<file path="src/rtl/rv_core_defines.svh">
`ifndef RV_CORE_DEFINES_SVH
`define RV_CORE_DEFINES_SVH

// Datapath widths
`define XLEN        32
`define REG_ADDR_W  5

// Major opcodes
`define OPC_OP      7'b0110011
`define OPC_OP_IMM  7'b0010011
`define OPC_LUI     7'b0110111
`define OPC_LOAD    7'b0000011
`define OPC_STORE   7'b0100011
`define OPC_BRANCH  7'b1100011
`define OPC_JAL     7'b1101111

// funct3 codes
`define F3_ADD_SUB  3'b000
`define F3_SLT      3'b010
`define F3_XOR      3'b100
`define F3_OR       3'b110
`define F3_AND      3'b111
`define F3_BEQ      3'b000
`define F3_BNE      3'b001
`define F3_WORD     3'b010

// funct7 code
`define F7_SUB      7'b0100000

// Data-bus wait limit in cycles
`define BUS_TIMEOUT_CYCLES 16

`endif

</file>
<file path="src/rtl/rv_core_pkg.sv">
`include "rv_core_defines.svh"

`default_nettype none

package rv_core_pkg;

    typedef logic [`XLEN-1:0] word_t;
    typedef logic [`REG_ADDR_W-1:0] reg_idx_t;

    // PASS_B carries the LUI immediate
    typedef enum logic [2:0] {
        ADD,
        SUB,
        AND,
        OR,
        XOR,
        SLT,
        PASS_B
    } alu_op_t;

    typedef enum logic [1:0] {
        IDLE,
        ACCESS,
        ERROR
    } mem_state_t;

endpackage

interface dec_ex_if import rv_core_pkg::*; ();
    logic     valid;
    word_t    pc;
    word_t    rs1_val;
    word_t    rs2_val;
    reg_idx_t rs1;
    reg_idx_t rs2;
    reg_idx_t rd;
    word_t    imm;
    alu_op_t  alu_op;
    logic     use_imm;
    logic     is_load;
    logic     is_store;
    logic     is_branch;
    logic     branch_ne;
    logic     is_jal;
    logic     wr_reg;

    modport dec (
        output valid, pc, rs1_val, rs2_val, rs1, rs2, rd, imm, alu_op,
        output use_imm, is_load, is_store, is_branch, branch_ne, is_jal, wr_reg
    );
    modport ex (
        input valid, pc, rs1_val, rs2_val, rs1, rs2, rd, imm, alu_op,
        input use_imm, is_load, is_store, is_branch, branch_ne, is_jal, wr_reg
    );
endinterface

interface ex_mem_if import rv_core_pkg::*; ();
    logic     valid;
    word_t    result;
    word_t    store_data;
    reg_idx_t rd;
    logic     is_load;
    logic     is_store;
    logic     wr_reg;

    modport ex (output valid, result, store_data, rd, is_load, is_store, wr_reg);
    modport mem (input valid, result, store_data, rd, is_load, is_store, wr_reg);
endinterface

`default_nettype wire

</file>
<file path="src/rtl/fetch_unit.sv">
`default_nettype none

module fetch_unit import rv_core_pkg::*; (
    input  wire        clk,
    input  wire        i_reset,
    input  wire        i_acki_n,
    input  wire word_t i_idt,
    input  wire        i_hold,
    input  wire        i_stall,
    input  wire        i_redirect,
    input  wire word_t i_redirect_pc,
    output word_t      o_iad,
    output logic       o_if_valid,
    output word_t      o_if_pc,
    output word_t      o_if_instr
);

    word_t pc;
    logic  advance;

    assign o_iad   = pc;
    assign advance = !i_hold && !i_stall && !i_acki_n;

    always_ff @(posedge clk) begin
        if (i_reset) begin
            pc <= '0;
        end else if (i_redirect) begin
            pc <= i_redirect_pc;
        end else if (advance) begin
            pc <= pc + word_t'(4);
        end
    end

    // Bubble into decode on redirect or while the fetch is unacknowledged
    always_ff @(posedge clk) begin
        if (i_reset || i_redirect) begin
            o_if_valid <= 1'b0;
        end else if (!i_hold && !i_stall) begin
            o_if_valid <= !i_acki_n;
        end
    end

    always_ff @(posedge clk) begin
        if (advance) begin
            o_if_pc    <= pc;
            o_if_instr <= i_idt;
        end
    end

    // Redirect targets come from execute
    assert property (@(posedge clk) disable iff (i_reset) o_iad[1:0] == 2'b00)
        else $error("instruction address not word aligned");

endmodule

`default_nettype wire

</file>
<file path="src/rtl/decode_unit.sv">
`include "rv_core_defines.svh"

`default_nettype none

module decode_unit import rv_core_pkg::*; (
    input  wire           clk,
    input  wire           i_reset,
    input  wire           i_hold,
    input  wire           i_redirect,
    input  wire           i_if_valid,
    input  wire word_t    i_if_pc,
    input  wire word_t    i_if_instr,
    input  wire           i_wb_en,
    input  wire reg_idx_t i_wb_rd,
    input  wire word_t    i_wb_data,
    output logic          o_load_stall,
    dec_ex_if.dec         d
);

    word_t      regs [32];
    logic [6:0] opcode;
    logic [2:0] funct3;
    logic [6:0] funct7;
    reg_idx_t   rs1;
    reg_idx_t   rs2;
    reg_idx_t   rd;
    logic       f3_known;
    word_t      imm;
    alu_op_t    alu_op;
    logic       use_imm;
    logic       is_load;
    logic       is_store;
    logic       is_branch;
    logic       branch_ne;
    logic       is_jal;
    logic       wr_reg;
    logic       uses_rs1;
    logic       uses_rs2;
    word_t      rs1_val;
    word_t      rs2_val;

    function automatic alu_op_t f3_to_alu(input logic [2:0] f3, input logic sub);
        alu_op_t op;
        case (f3)
            `F3_SLT: op = SLT;
            `F3_XOR: op = XOR;
            `F3_OR:  op = OR;
            `F3_AND: op = AND;
            default: op = sub ? SUB : ADD;
        endcase
        return op;
    endfunction

    assign opcode   = i_if_instr[6:0];
    assign rd       = i_if_instr[11:7];
    assign funct3   = i_if_instr[14:12];
    assign rs1      = i_if_instr[19:15];
    assign rs2      = i_if_instr[24:20];
    assign funct7   = i_if_instr[31:25];
    assign f3_known = funct3 inside {`F3_ADD_SUB, `F3_SLT, `F3_XOR, `F3_OR, `F3_AND};

    // Anything not matched below stays a no-op
    always_comb begin
        imm       = {{20{i_if_instr[31]}}, i_if_instr[31:20]};
        alu_op    = f3_to_alu(funct3, opcode == `OPC_OP && funct7 == `F7_SUB);
        use_imm   = 1'b1;
        is_load   = 1'b0;
        is_store  = 1'b0;
        is_branch = 1'b0;
        branch_ne = 1'b0;
        is_jal    = 1'b0;
        wr_reg    = 1'b0;
        uses_rs1  = 1'b0;
        uses_rs2  = 1'b0;
        case (opcode)
            `OPC_OP: begin
                use_imm  = 1'b0;
                uses_rs1 = 1'b1;
                uses_rs2 = 1'b1;
                wr_reg   = f3_known;
            end
            `OPC_OP_IMM: begin
                uses_rs1 = 1'b1;
                wr_reg   = f3_known;
            end
            `OPC_LUI: begin
                imm    = {i_if_instr[31:12], 12'b0};
                alu_op = PASS_B;
                wr_reg = 1'b1;
            end
            `OPC_LOAD: begin
                alu_op   = ADD;
                uses_rs1 = 1'b1;
                is_load  = (funct3 == `F3_WORD);
                wr_reg   = is_load;
            end
            `OPC_STORE: begin
                imm      = {{20{i_if_instr[31]}}, i_if_instr[31:25], i_if_instr[11:7]};
                alu_op   = ADD;
                uses_rs1 = 1'b1;
                uses_rs2 = 1'b1;
                is_store = (funct3 == `F3_WORD);
            end
            `OPC_BRANCH: begin
                imm       = {{19{i_if_instr[31]}}, i_if_instr[31], i_if_instr[7],
                             i_if_instr[30:25], i_if_instr[11:8], 1'b0};
                use_imm   = 1'b0;
                uses_rs1  = 1'b1;
                uses_rs2  = 1'b1;
                is_branch = (funct3 == `F3_BEQ) || (funct3 == `F3_BNE);
                branch_ne = (funct3 == `F3_BNE);
            end
            `OPC_JAL: begin
                imm    = {{11{i_if_instr[31]}}, i_if_instr[31], i_if_instr[19:12],
                          i_if_instr[20], i_if_instr[30:21], 1'b0};
                is_jal = 1'b1;
                wr_reg = 1'b1;
            end
            default: begin
            end
        endcase
        if (rd == '0) begin
            wr_reg = 1'b0;
        end
    end

    // Register file, write-first
    assign rs1_val = (rs1 == '0) ? '0 :
                     (i_wb_en && i_wb_rd == rs1) ? i_wb_data : regs[rs1];
    assign rs2_val = (rs2 == '0) ? '0 :
                     (i_wb_en && i_wb_rd == rs2) ? i_wb_data : regs[rs2];

    always_ff @(posedge clk) begin
        if (i_wb_en && i_wb_rd != '0) begin
            regs[i_wb_rd] <= i_wb_data;
        end
    end

    // Load in execute feeding a source here
    assign o_load_stall = i_if_valid && d.valid && d.is_load && d.wr_reg &&
                          ((uses_rs1 && rs1 == d.rd) || (uses_rs2 && rs2 == d.rd));

    always_ff @(posedge clk) begin
        if (i_reset) begin
            d.valid <= 1'b0;
        end else if (!i_hold) begin
            d.valid <= i_if_valid && !i_redirect && !o_load_stall;
        end
    end

    always_ff @(posedge clk) begin
        if (!i_hold) begin
            d.pc        <= i_if_pc;
            d.rs1_val   <= rs1_val;
            d.rs2_val   <= rs2_val;
            d.rs1       <= rs1;
            d.rs2       <= rs2;
            d.rd        <= rd;
            d.imm       <= imm;
            d.alu_op    <= alu_op;
            d.use_imm   <= use_imm;
            d.is_load   <= is_load;
            d.is_store  <= is_store;
            d.is_branch <= is_branch;
            d.branch_ne <= branch_ne;
            d.is_jal    <= is_jal;
            d.wr_reg    <= wr_reg;
        end
    end

endmodule

`default_nettype wire

</file>
<file path="src/rtl/execute_unit.sv">
`default_nettype none

module execute_unit import rv_core_pkg::*; (
    input  wire           clk,
    input  wire           i_reset,
    input  wire           i_hold,
    dec_ex_if.ex          d,
    input  wire           i_wb_en,
    input  wire reg_idx_t i_wb_rd,
    input  wire word_t    i_wb_data,
    output logic          o_redirect,
    output word_t         o_redirect_pc,
    ex_mem_if.ex          m
);

    logic  mem_fwd_ok;
    word_t op_a;
    word_t rs2_fwd;
    word_t op_b;
    word_t alu_out;
    word_t pc_plus4;
    logic  taken;

    // A load in memory only has its address so far
    assign mem_fwd_ok = m.valid && m.wr_reg && !m.is_load;

    // Memory stage wins over writeback
    function automatic word_t fwd(input reg_idx_t idx, input word_t dec_val);
        word_t val;
        if (idx != '0 && mem_fwd_ok && m.rd == idx) begin
            val = m.result;
        end else if (idx != '0 && i_wb_en && i_wb_rd == idx) begin
            val = i_wb_data;
        end else begin
            val = dec_val;
        end
        return val;
    endfunction

    always_comb begin
        op_a    = fwd(d.rs1, d.rs1_val);
        rs2_fwd = fwd(d.rs2, d.rs2_val);
        op_b    = d.use_imm ? d.imm : rs2_fwd;
        case (d.alu_op)
            ADD:     alu_out = op_a + op_b;
            SUB:     alu_out = op_a - op_b;
            AND:     alu_out = op_a & op_b;
            OR:      alu_out = op_a | op_b;
            XOR:     alu_out = op_a ^ op_b;
            SLT:     alu_out = word_t'($signed(op_a) < $signed(op_b));
            PASS_B:  alu_out = op_b;
            default: alu_out = '0;
        endcase
    end

    assign pc_plus4 = d.pc + word_t'(4);
    assign taken    = d.valid &&
                      (d.is_jal || (d.is_branch && ((op_a == rs2_fwd) != d.branch_ne)));

    // Not while held, the branch would redirect again
    assign o_redirect    = taken && !i_hold;
    assign o_redirect_pc = d.pc + d.imm;

    always_ff @(posedge clk) begin
        if (i_reset) begin
            m.valid <= 1'b0;
        end else if (!i_hold) begin
            m.valid <= d.valid;
        end
    end

    always_ff @(posedge clk) begin
        if (!i_hold) begin
            m.result     <= d.is_jal ? pc_plus4 : alu_out;
            m.store_data <= rs2_fwd;
            m.rd         <= d.rd;
            m.is_load    <= d.is_load;
            m.is_store   <= d.is_store;
            m.wr_reg     <= d.wr_reg;
        end
    end

endmodule

`default_nettype wire

</file>
<file path="src/rtl/mem_access_fsm.sv">
`default_nettype none

module mem_access_fsm import rv_core_pkg::*; (
    input  wire        clk,
    input  wire        i_reset,
    ex_mem_if.mem      m,
    input  wire        i_ackd_n,
    input  wire word_t i_drdata,
    input  wire        i_timeout,
    output word_t      o_dad,
    output word_t      o_dwdata,
    output logic       o_mreq,
    output logic       o_write,
    output logic       o_busy,
    output logic       o_bus_error,
    output logic       o_wb_en,
    output reg_idx_t   o_wb_rd,
    output word_t      o_wb_data
);

    mem_state_t state;
    mem_state_t state_next;
    logic       mem_op;

    assign mem_op = m.valid && (m.is_load || m.is_store);

    // Request goes out on the first cycle, ACCESS covers the wait
    always_comb begin
        case (state)
            IDLE, ACCESS: begin
                if (i_timeout) begin
                    state_next = ERROR;
                end else if (mem_op && i_ackd_n) begin
                    state_next = ACCESS;
                end else begin
                    state_next = IDLE;
                end
            end
            default: state_next = ERROR;
        endcase
    end

    always_ff @(posedge clk) begin
        if (i_reset) begin
            state <= IDLE;
        end else begin
            state <= state_next;
        end
    end

    assign o_mreq      = mem_op && (state != ERROR);
    assign o_write     = o_mreq && m.is_store;
    assign o_dad       = m.result;
    assign o_dwdata    = m.store_data;
    assign o_busy      = (state == ERROR) || (mem_op && i_ackd_n);
    assign o_bus_error = (state == ERROR);

    // Held with the rest so forwarding stays consistent
    always_ff @(posedge clk) begin
        if (i_reset) begin
            o_wb_en <= 1'b0;
        end else if (!o_busy) begin
            o_wb_en <= m.valid && m.wr_reg;
        end
    end

    always_ff @(posedge clk) begin
        if (!o_busy) begin
            o_wb_rd   <= m.rd;
            o_wb_data <= m.is_load ? i_drdata : m.result;
        end
    end

    // ACCESS only while the same request is still out
    assert property (@(posedge clk) disable iff (i_reset)
        state == ACCESS |-> o_mreq && $stable(o_dad));

    // A write keeps its request and address until acknowledged
    assert property (@(posedge clk) disable iff (i_reset)
        o_write && i_ackd_n && !i_timeout |=> o_write && o_mreq && $stable(o_dad));

endmodule

`default_nettype wire

</file>
<file path="src/rtl/bus_wait_timer.sv">
`include "rv_core_defines.svh"

`default_nettype none

module bus_wait_timer (
    input  wire  clk,
    input  wire  i_reset,
    input  wire  i_mreq,
    input  wire  i_ackd_n,
    output logic o_timeout
);

    localparam int LIMIT = `BUS_TIMEOUT_CYCLES;
    localparam int CNT_W = $clog2(LIMIT + 1);

    logic [CNT_W-1:0] wait_cnt;
    logic             waiting;

    assign waiting = i_mreq && i_ackd_n;

    always_ff @(posedge clk) begin
        if (i_reset || !waiting) begin
            wait_cnt <= '0;
        end else begin
            wait_cnt <= wait_cnt + CNT_W'(1);
        end
    end

    // Fires on the last allowed waiting cycle
    assign o_timeout = waiting && (wait_cnt == CNT_W'(LIMIT - 1));

    // The request has to drop once the limit is reached
    assert property (@(posedge clk) disable iff (i_reset) wait_cnt <= CNT_W'(LIMIT));

endmodule

`default_nettype wire

</file>
<file path="src/rtl/rv_core_top.sv">
`default_nettype none

module rv_core_top import rv_core_pkg::*; (
    input  wire        clk,
    input  wire        i_reset,

    // Instruction bus
    output word_t      o_iad,
    input  wire word_t i_idt,
    input  wire        i_acki_n,

    // Data bus
    output word_t      o_dad,
    output word_t      o_dwdata,
    input  wire word_t i_drdata,
    input  wire        i_ackd_n,
    output logic       o_mreq,
    output logic       o_write,
    output logic       o_bus_error
);

    dec_ex_if dec_ex ();
    ex_mem_if ex_mem ();

    logic     if_valid;
    word_t    if_pc;
    word_t    if_instr;
    logic     load_stall;
    logic     redirect;
    word_t    redirect_pc;
    logic     mem_busy;
    logic     wb_en;
    reg_idx_t wb_rd;
    word_t    wb_data;
    logic     timeout;

    fetch_unit fetch_inst (
        .clk           (clk),
        .i_reset       (i_reset),
        .i_acki_n      (i_acki_n),
        .i_idt         (i_idt),
        .i_hold        (mem_busy),
        .i_stall       (load_stall),
        .i_redirect    (redirect),
        .i_redirect_pc (redirect_pc),
        .o_iad         (o_iad),
        .o_if_valid    (if_valid),
        .o_if_pc       (if_pc),
        .o_if_instr    (if_instr)
    );

    decode_unit decode_inst (
        .clk          (clk),
        .i_reset      (i_reset),
        .i_hold       (mem_busy),
        .i_redirect   (redirect),
        .i_if_valid   (if_valid),
        .i_if_pc      (if_pc),
        .i_if_instr   (if_instr),
        .i_wb_en      (wb_en),
        .i_wb_rd      (wb_rd),
        .i_wb_data    (wb_data),
        .o_load_stall (load_stall),
        .d            (dec_ex.dec)
    );

    execute_unit execute_inst (
        .clk           (clk),
        .i_reset       (i_reset),
        .i_hold        (mem_busy),
        .d             (dec_ex.ex),
        .i_wb_en       (wb_en),
        .i_wb_rd       (wb_rd),
        .i_wb_data     (wb_data),
        .o_redirect    (redirect),
        .o_redirect_pc (redirect_pc),
        .m             (ex_mem.ex)
    );

    mem_access_fsm mem_inst (
        .clk         (clk),
        .i_reset     (i_reset),
        .m           (ex_mem.mem),
        .i_ackd_n    (i_ackd_n),
        .i_drdata    (i_drdata),
        .i_timeout   (timeout),
        .o_dad       (o_dad),
        .o_dwdata    (o_dwdata),
        .o_mreq      (o_mreq),
        .o_write     (o_write),
        .o_busy      (mem_busy),
        .o_bus_error (o_bus_error),
        .o_wb_en     (wb_en),
        .o_wb_rd     (wb_rd),
        .o_wb_data   (wb_data)
    );

    bus_wait_timer timer_inst (
        .clk       (clk),
        .i_reset   (i_reset),
        .i_mreq    (o_mreq),
        .i_ackd_n  (i_ackd_n),
        .o_timeout (timeout)
    );

endmodule

`default_nettype wire

</file>
<file path="config.mk">
export PLATFORM = sky130hd
export DESIGN_NAME = rv_core_top
export DESIGN_NICKNAME = d
export VERILOG_FILES = /design/src/rtl/rv_core_pkg.sv /design/src/rtl/fetch_unit.sv /design/src/rtl/decode_unit.sv /design/src/rtl/execute_unit.sv /design/src/rtl/mem_access_fsm.sv /design/src/rtl/bus_wait_timer.sv /design/src/rtl/rv_core_top.sv
export VERILOG_INCLUDE_DIRS = /design/src /design/src/rtl
export SDC_FILE = /design/constraint.sdc
export NUM_CORES = 2
export LEC_CHECK = 0
export CAP_MARGIN = 20
export CORE_MARGIN = 2
export CORE_UTILIZATION = 50
export CTS_CLUSTER_SIZE = 24
export DETAILED_ROUTE_END_ITERATION = 8
export DONT_BUFFER_PORTS = 1
export PLACE_DENSITY = 0.66
export SYNTH_ARGS = -nofsm -noshare
export SYNTH_HDL_FRONTEND = slang
export SYNTH_SLANG_ARGS = --single-unit
</file>
<file path="constraint.sdc">
create_clock -name clk -period 11.2 [get_ports clk]
set_input_delay 2.24 -clock clk [delete_from_list [all_inputs] [get_ports clk]]
set_output_delay 2.24 -clock clk [all_outputs]
set_load 0.01 [all_outputs]
</file>
==> impl_results.md <==
* Worst Path Arrival at roughly 7400 ps
* Cts hold-fix bufs at 0
* Logic gate share of total power at 14.9%
* Cell depth of the worst setup path at 24
* Fillcell total at between 10k and 15k
* Largest delay contributor family on the critical path: compound AO/OA/AOI/OAI gates
* Main combinational cell family by area after synthesis: multiplexers
* Starting Density at ~50%
* Mapped Avg Cell Area at 14.8 um2
* VDD IR max at roughly 160 uV
* Setup TNS at 0 ps
* Core Rows at ~140
* Sw frac at roughly 28%
* Syn-to-layout area delta at 10.7%
* Slowest Stage Delay on Critical Path at just over 800 ps
* Syn Inst Count at between 4k and 5k
* Nets at 5038
* CP cell instances: buf_4, and3b_1, o211ai_2, buf_4, or2_1, buf_4, a31oi_1, mux2i_1, inv_1, ha_1, inv_1, fa_1, nor2b_1, o21a_1, o21ai_0, a21oi_1, o41ai_1, a21oi_1, o221ai_1, nor3_1, a2111oi_0, a21oi_1, xnor2_1, o21ai_0
* Clock Sink Count at approximately 1.4k
* Post-Route Skew at between 30 and 40 ps
* Residual DRC at 0
* Tmin final at slightly below 7000 ps
* Relative slew slack at 25.9%
* Max FFs per register at ~1.0k
* Register Area at about 41000 um2
* Initial antenna violation count at 20
* FF-to-FF setup slack at ~4300 ps
* Max_cap viols at 0
* GR Overflow Total at 0
* Outcome: completed
* Yosys warnings at 0
* H-tree Lvls at 4
* DR vias at about 47k
* CP max stage cell: o41ai_1
* Die area at around 150000 um2
* DR pass1 iterations at 6
* Die X-Extent at ~380 um
* Worst EP required at between 10000 and 15000 ps
* Switching power at approximately 0.0037 W
* Total wire length at 234000 um
* Largest net degree at the start of global routing at about 140
* Main synth FF type: edfxtp_1
* Setup crit end kind: flop
* Metal2 WL at ~110000 um
* Pwr Total at 0.0134 W
* Synth cell types at 83
* Antenna-violating nets left at 0
* Clock power share at a little over a third
* WHS Path Cells at 0
* RSZ-0062 raised after global routing: no
* Tot GR Track Use at 32.0%
* Number of top-level pins at approximately 170
* Wire per inst at between 30 and 40 um
* Fmax at 145 MHz
* Final design utilization at 55.8%
* Worst reg2reg path depth at 24
* Number of post-CTS setup repair buffers at 0
* CP max FO at 35
* Crit Path Category: reg2reg
* Syn Std Cell Area at between 70000 and 80000 um2
* Post-Synth Simple-Gate Area at ~5.7%
* Compound-gate portion of the synthesized area at between 8 and 9%
* Post-CTS Resized at 0
* CTS Buffer Depth at 3
* Core Region at around 140000 um2
* Final worst path period share at around three fifths
* Routed wl met3 at approximately 24000 um
* Multi-input logic area at ~29000 um2
* Port-buffer cells at 0
* Vias in the first global route at roughly 46k
* Hold/Removal Path Class: reg2reg
* Number of buffers created by CTS at between 150 and 200
* XOR/XNOR Fraction of Synth Area at around 2.3%
* Adder-cell area share of the yosys netlist at 2.64%
* PD cells at roughly 170 nW/um2
* Reg power frac at between 40% and 50%
* WL met1 at between 80000 and 90000 um
* Leakage at ~26 nW
* Clock transition at the registers of the reported paths at 60 ps
* RePlAce Congestion at approximately 1.0
* Mux share of post-synthesis cell area at ~20%
* Register area share after synthesis at roughly 58%
* Internal Power at a little under 0.01 W
* Slew @ Worst Pin at approximately 1100 ps
* Worst-skew pair later-pin latency at between 800 and 900 ps
* Die height at around 380 um
* CTS tree: built
* Asr flop ratio synth at 0%
* Most common cell after layout, fill and taps aside: edfxtp_1
* Largest Register: decode_inst.regs
* Highest routed layer: met5
* DR iter-0 viols at 5957
* First-pass GRT wire length at roughly 330000 um
* Avg Vias per Cell at between 6 and 7
* Fin. max-slew vios at 0
* CTS root buffer: clkbuf_16
* Most frequent cells in the layout: edfxtp_1 (1350), mux4_2 (489), nor2_1 (328)
* Final HPWL DP at approximately 150000 um
* Buf/Inv on CP at 5
* Share of cells above drive strength 1 at between 20% and 30%
* Setup Viol. Count Final at 0
* Startpoint types: flop
* Number of enable flip-flop cells after synthesis at approximately 1.4k
* Final number of hold-violating endpoints at 0
* Post-synthesis register bit count at around 1.4k
-- final cells by class --
type,count,share of cell area (%)
Clock inverter,84,0.865
Clock buffer,188,5.15
Inverter,113,0.547
Timing Repair Buffer,148,1.82
Sequential cell,1393,52.4
Tap cell,1890,2.99
Multi-Input combinational cell,3013,36.2
Antenna cell,13,0.0412
-- logic make-up after synthesis --
kind of cell / Yosys count
flip-flops: 1393
AO/OA/AOI/OAI: 967
AND/OR/NAND/NOR: 874
multiplexers: 806
buffers and inverters: 458
XOR/XNOR: 185
adder cells (fa/ha/maj): 149
other: 1
-- routing by layer --
metal	up-vias	track usage, %
met5	-	0
met4	10	15.5
met3	533	7.31
met2	2703	49.5
met1	23875	42.9
li1	19397	-
-- power groups by stage --
stage / sequential, W / clock [W] / combinational [W]
final: 0.00654 / 0.00485 / 0.00200
after global routing: 0.00654 / 0.00510 / 0.00212
after CTS: 0.00661 / 0.00490 / 0.00182
after detailed placement: 0.00671 / 0 / 0.00182
after global placement: 0.00673 / 0 / 0.00177
after floorplan: 0.00664 / 0 / 0.00106
-- synth_stat cells, drive strengths merged, types with 5 or more instances --
cell | n | area [um2]
edfxtp | 1350 | 40500
mux4 | 489 | 11000
nor2 | 361 | 1360
o21ai | 248 | 1250
clkbuf | 244 | 916
mux2i | 218 | 2180
a21oi | 214 | 1070
ha | 147 | 1840
nand2 | 125 | 469
inv | 111 | 417
nand3 | 107 | 536
buf | 101 | 428
mux2 | 99 | 1110
xnor2 | 96 | 841
nor3 | 95 | 475
xor2 | 89 | 780
a31oi | 72 | 457
a221oi | 65 | 569
a211oi | 64 | 480
a22oi | 60 | 450
o211ai | 49 | 383
a21o | 48 | 360
dfxtp | 43 | 861
nand4 | 30 | 188
o22ai | 27 | 169
nor4 | 25 | 156
nor2b | 23 | 144
nand2b | 22 | 138
o21bai | 21 | 158
and3 | 19 | 119
o221ai | 17 | 149
o31ai | 11 | 82.6
or3 | 11 | 68.8
or2 | 10 | 62.6
and2 | 9 | 56.3
and4 | 8 | 70.1
nand3b | 8 | 60.1
o21a | 8 | 60.1
nor3b | 6 | 45.0
a2111oi | 5 | 43.8
a22o | 5 | 43.8
o41ai | 5 | 62.6
or4 | 5 | 45.0
-- metrics by stage --
stage	instances	cell area (um2)	setup slack (ps)	hold WS, ps
2_1_floorplan	4864	71400	2960	400
3_3_place_gp	6545	73900	4590	402
3_5_place_dp	6547	73900	4610	405
4_1_cts	6819	78700	4570	420
5_1_grt	6837	78900	3920	426
6_report	6842	79000	4310	420
-- path summary, 6_finish.rpt --
kind	startpoint	end
worst max-delay path	execute_inst.m.is_load	execute_inst.m.result[24]
worst min register to register	fetch_inst.o_if_pc[0]	decode_inst.d.pc[0]
worst max register to register	execute_inst.m.is_load	execute_inst.m.result[24]
worst min-delay path	fetch_inst.o_if_pc[0]	decode_inst.d.pc[0]
(Power assumes the default switching activity.)
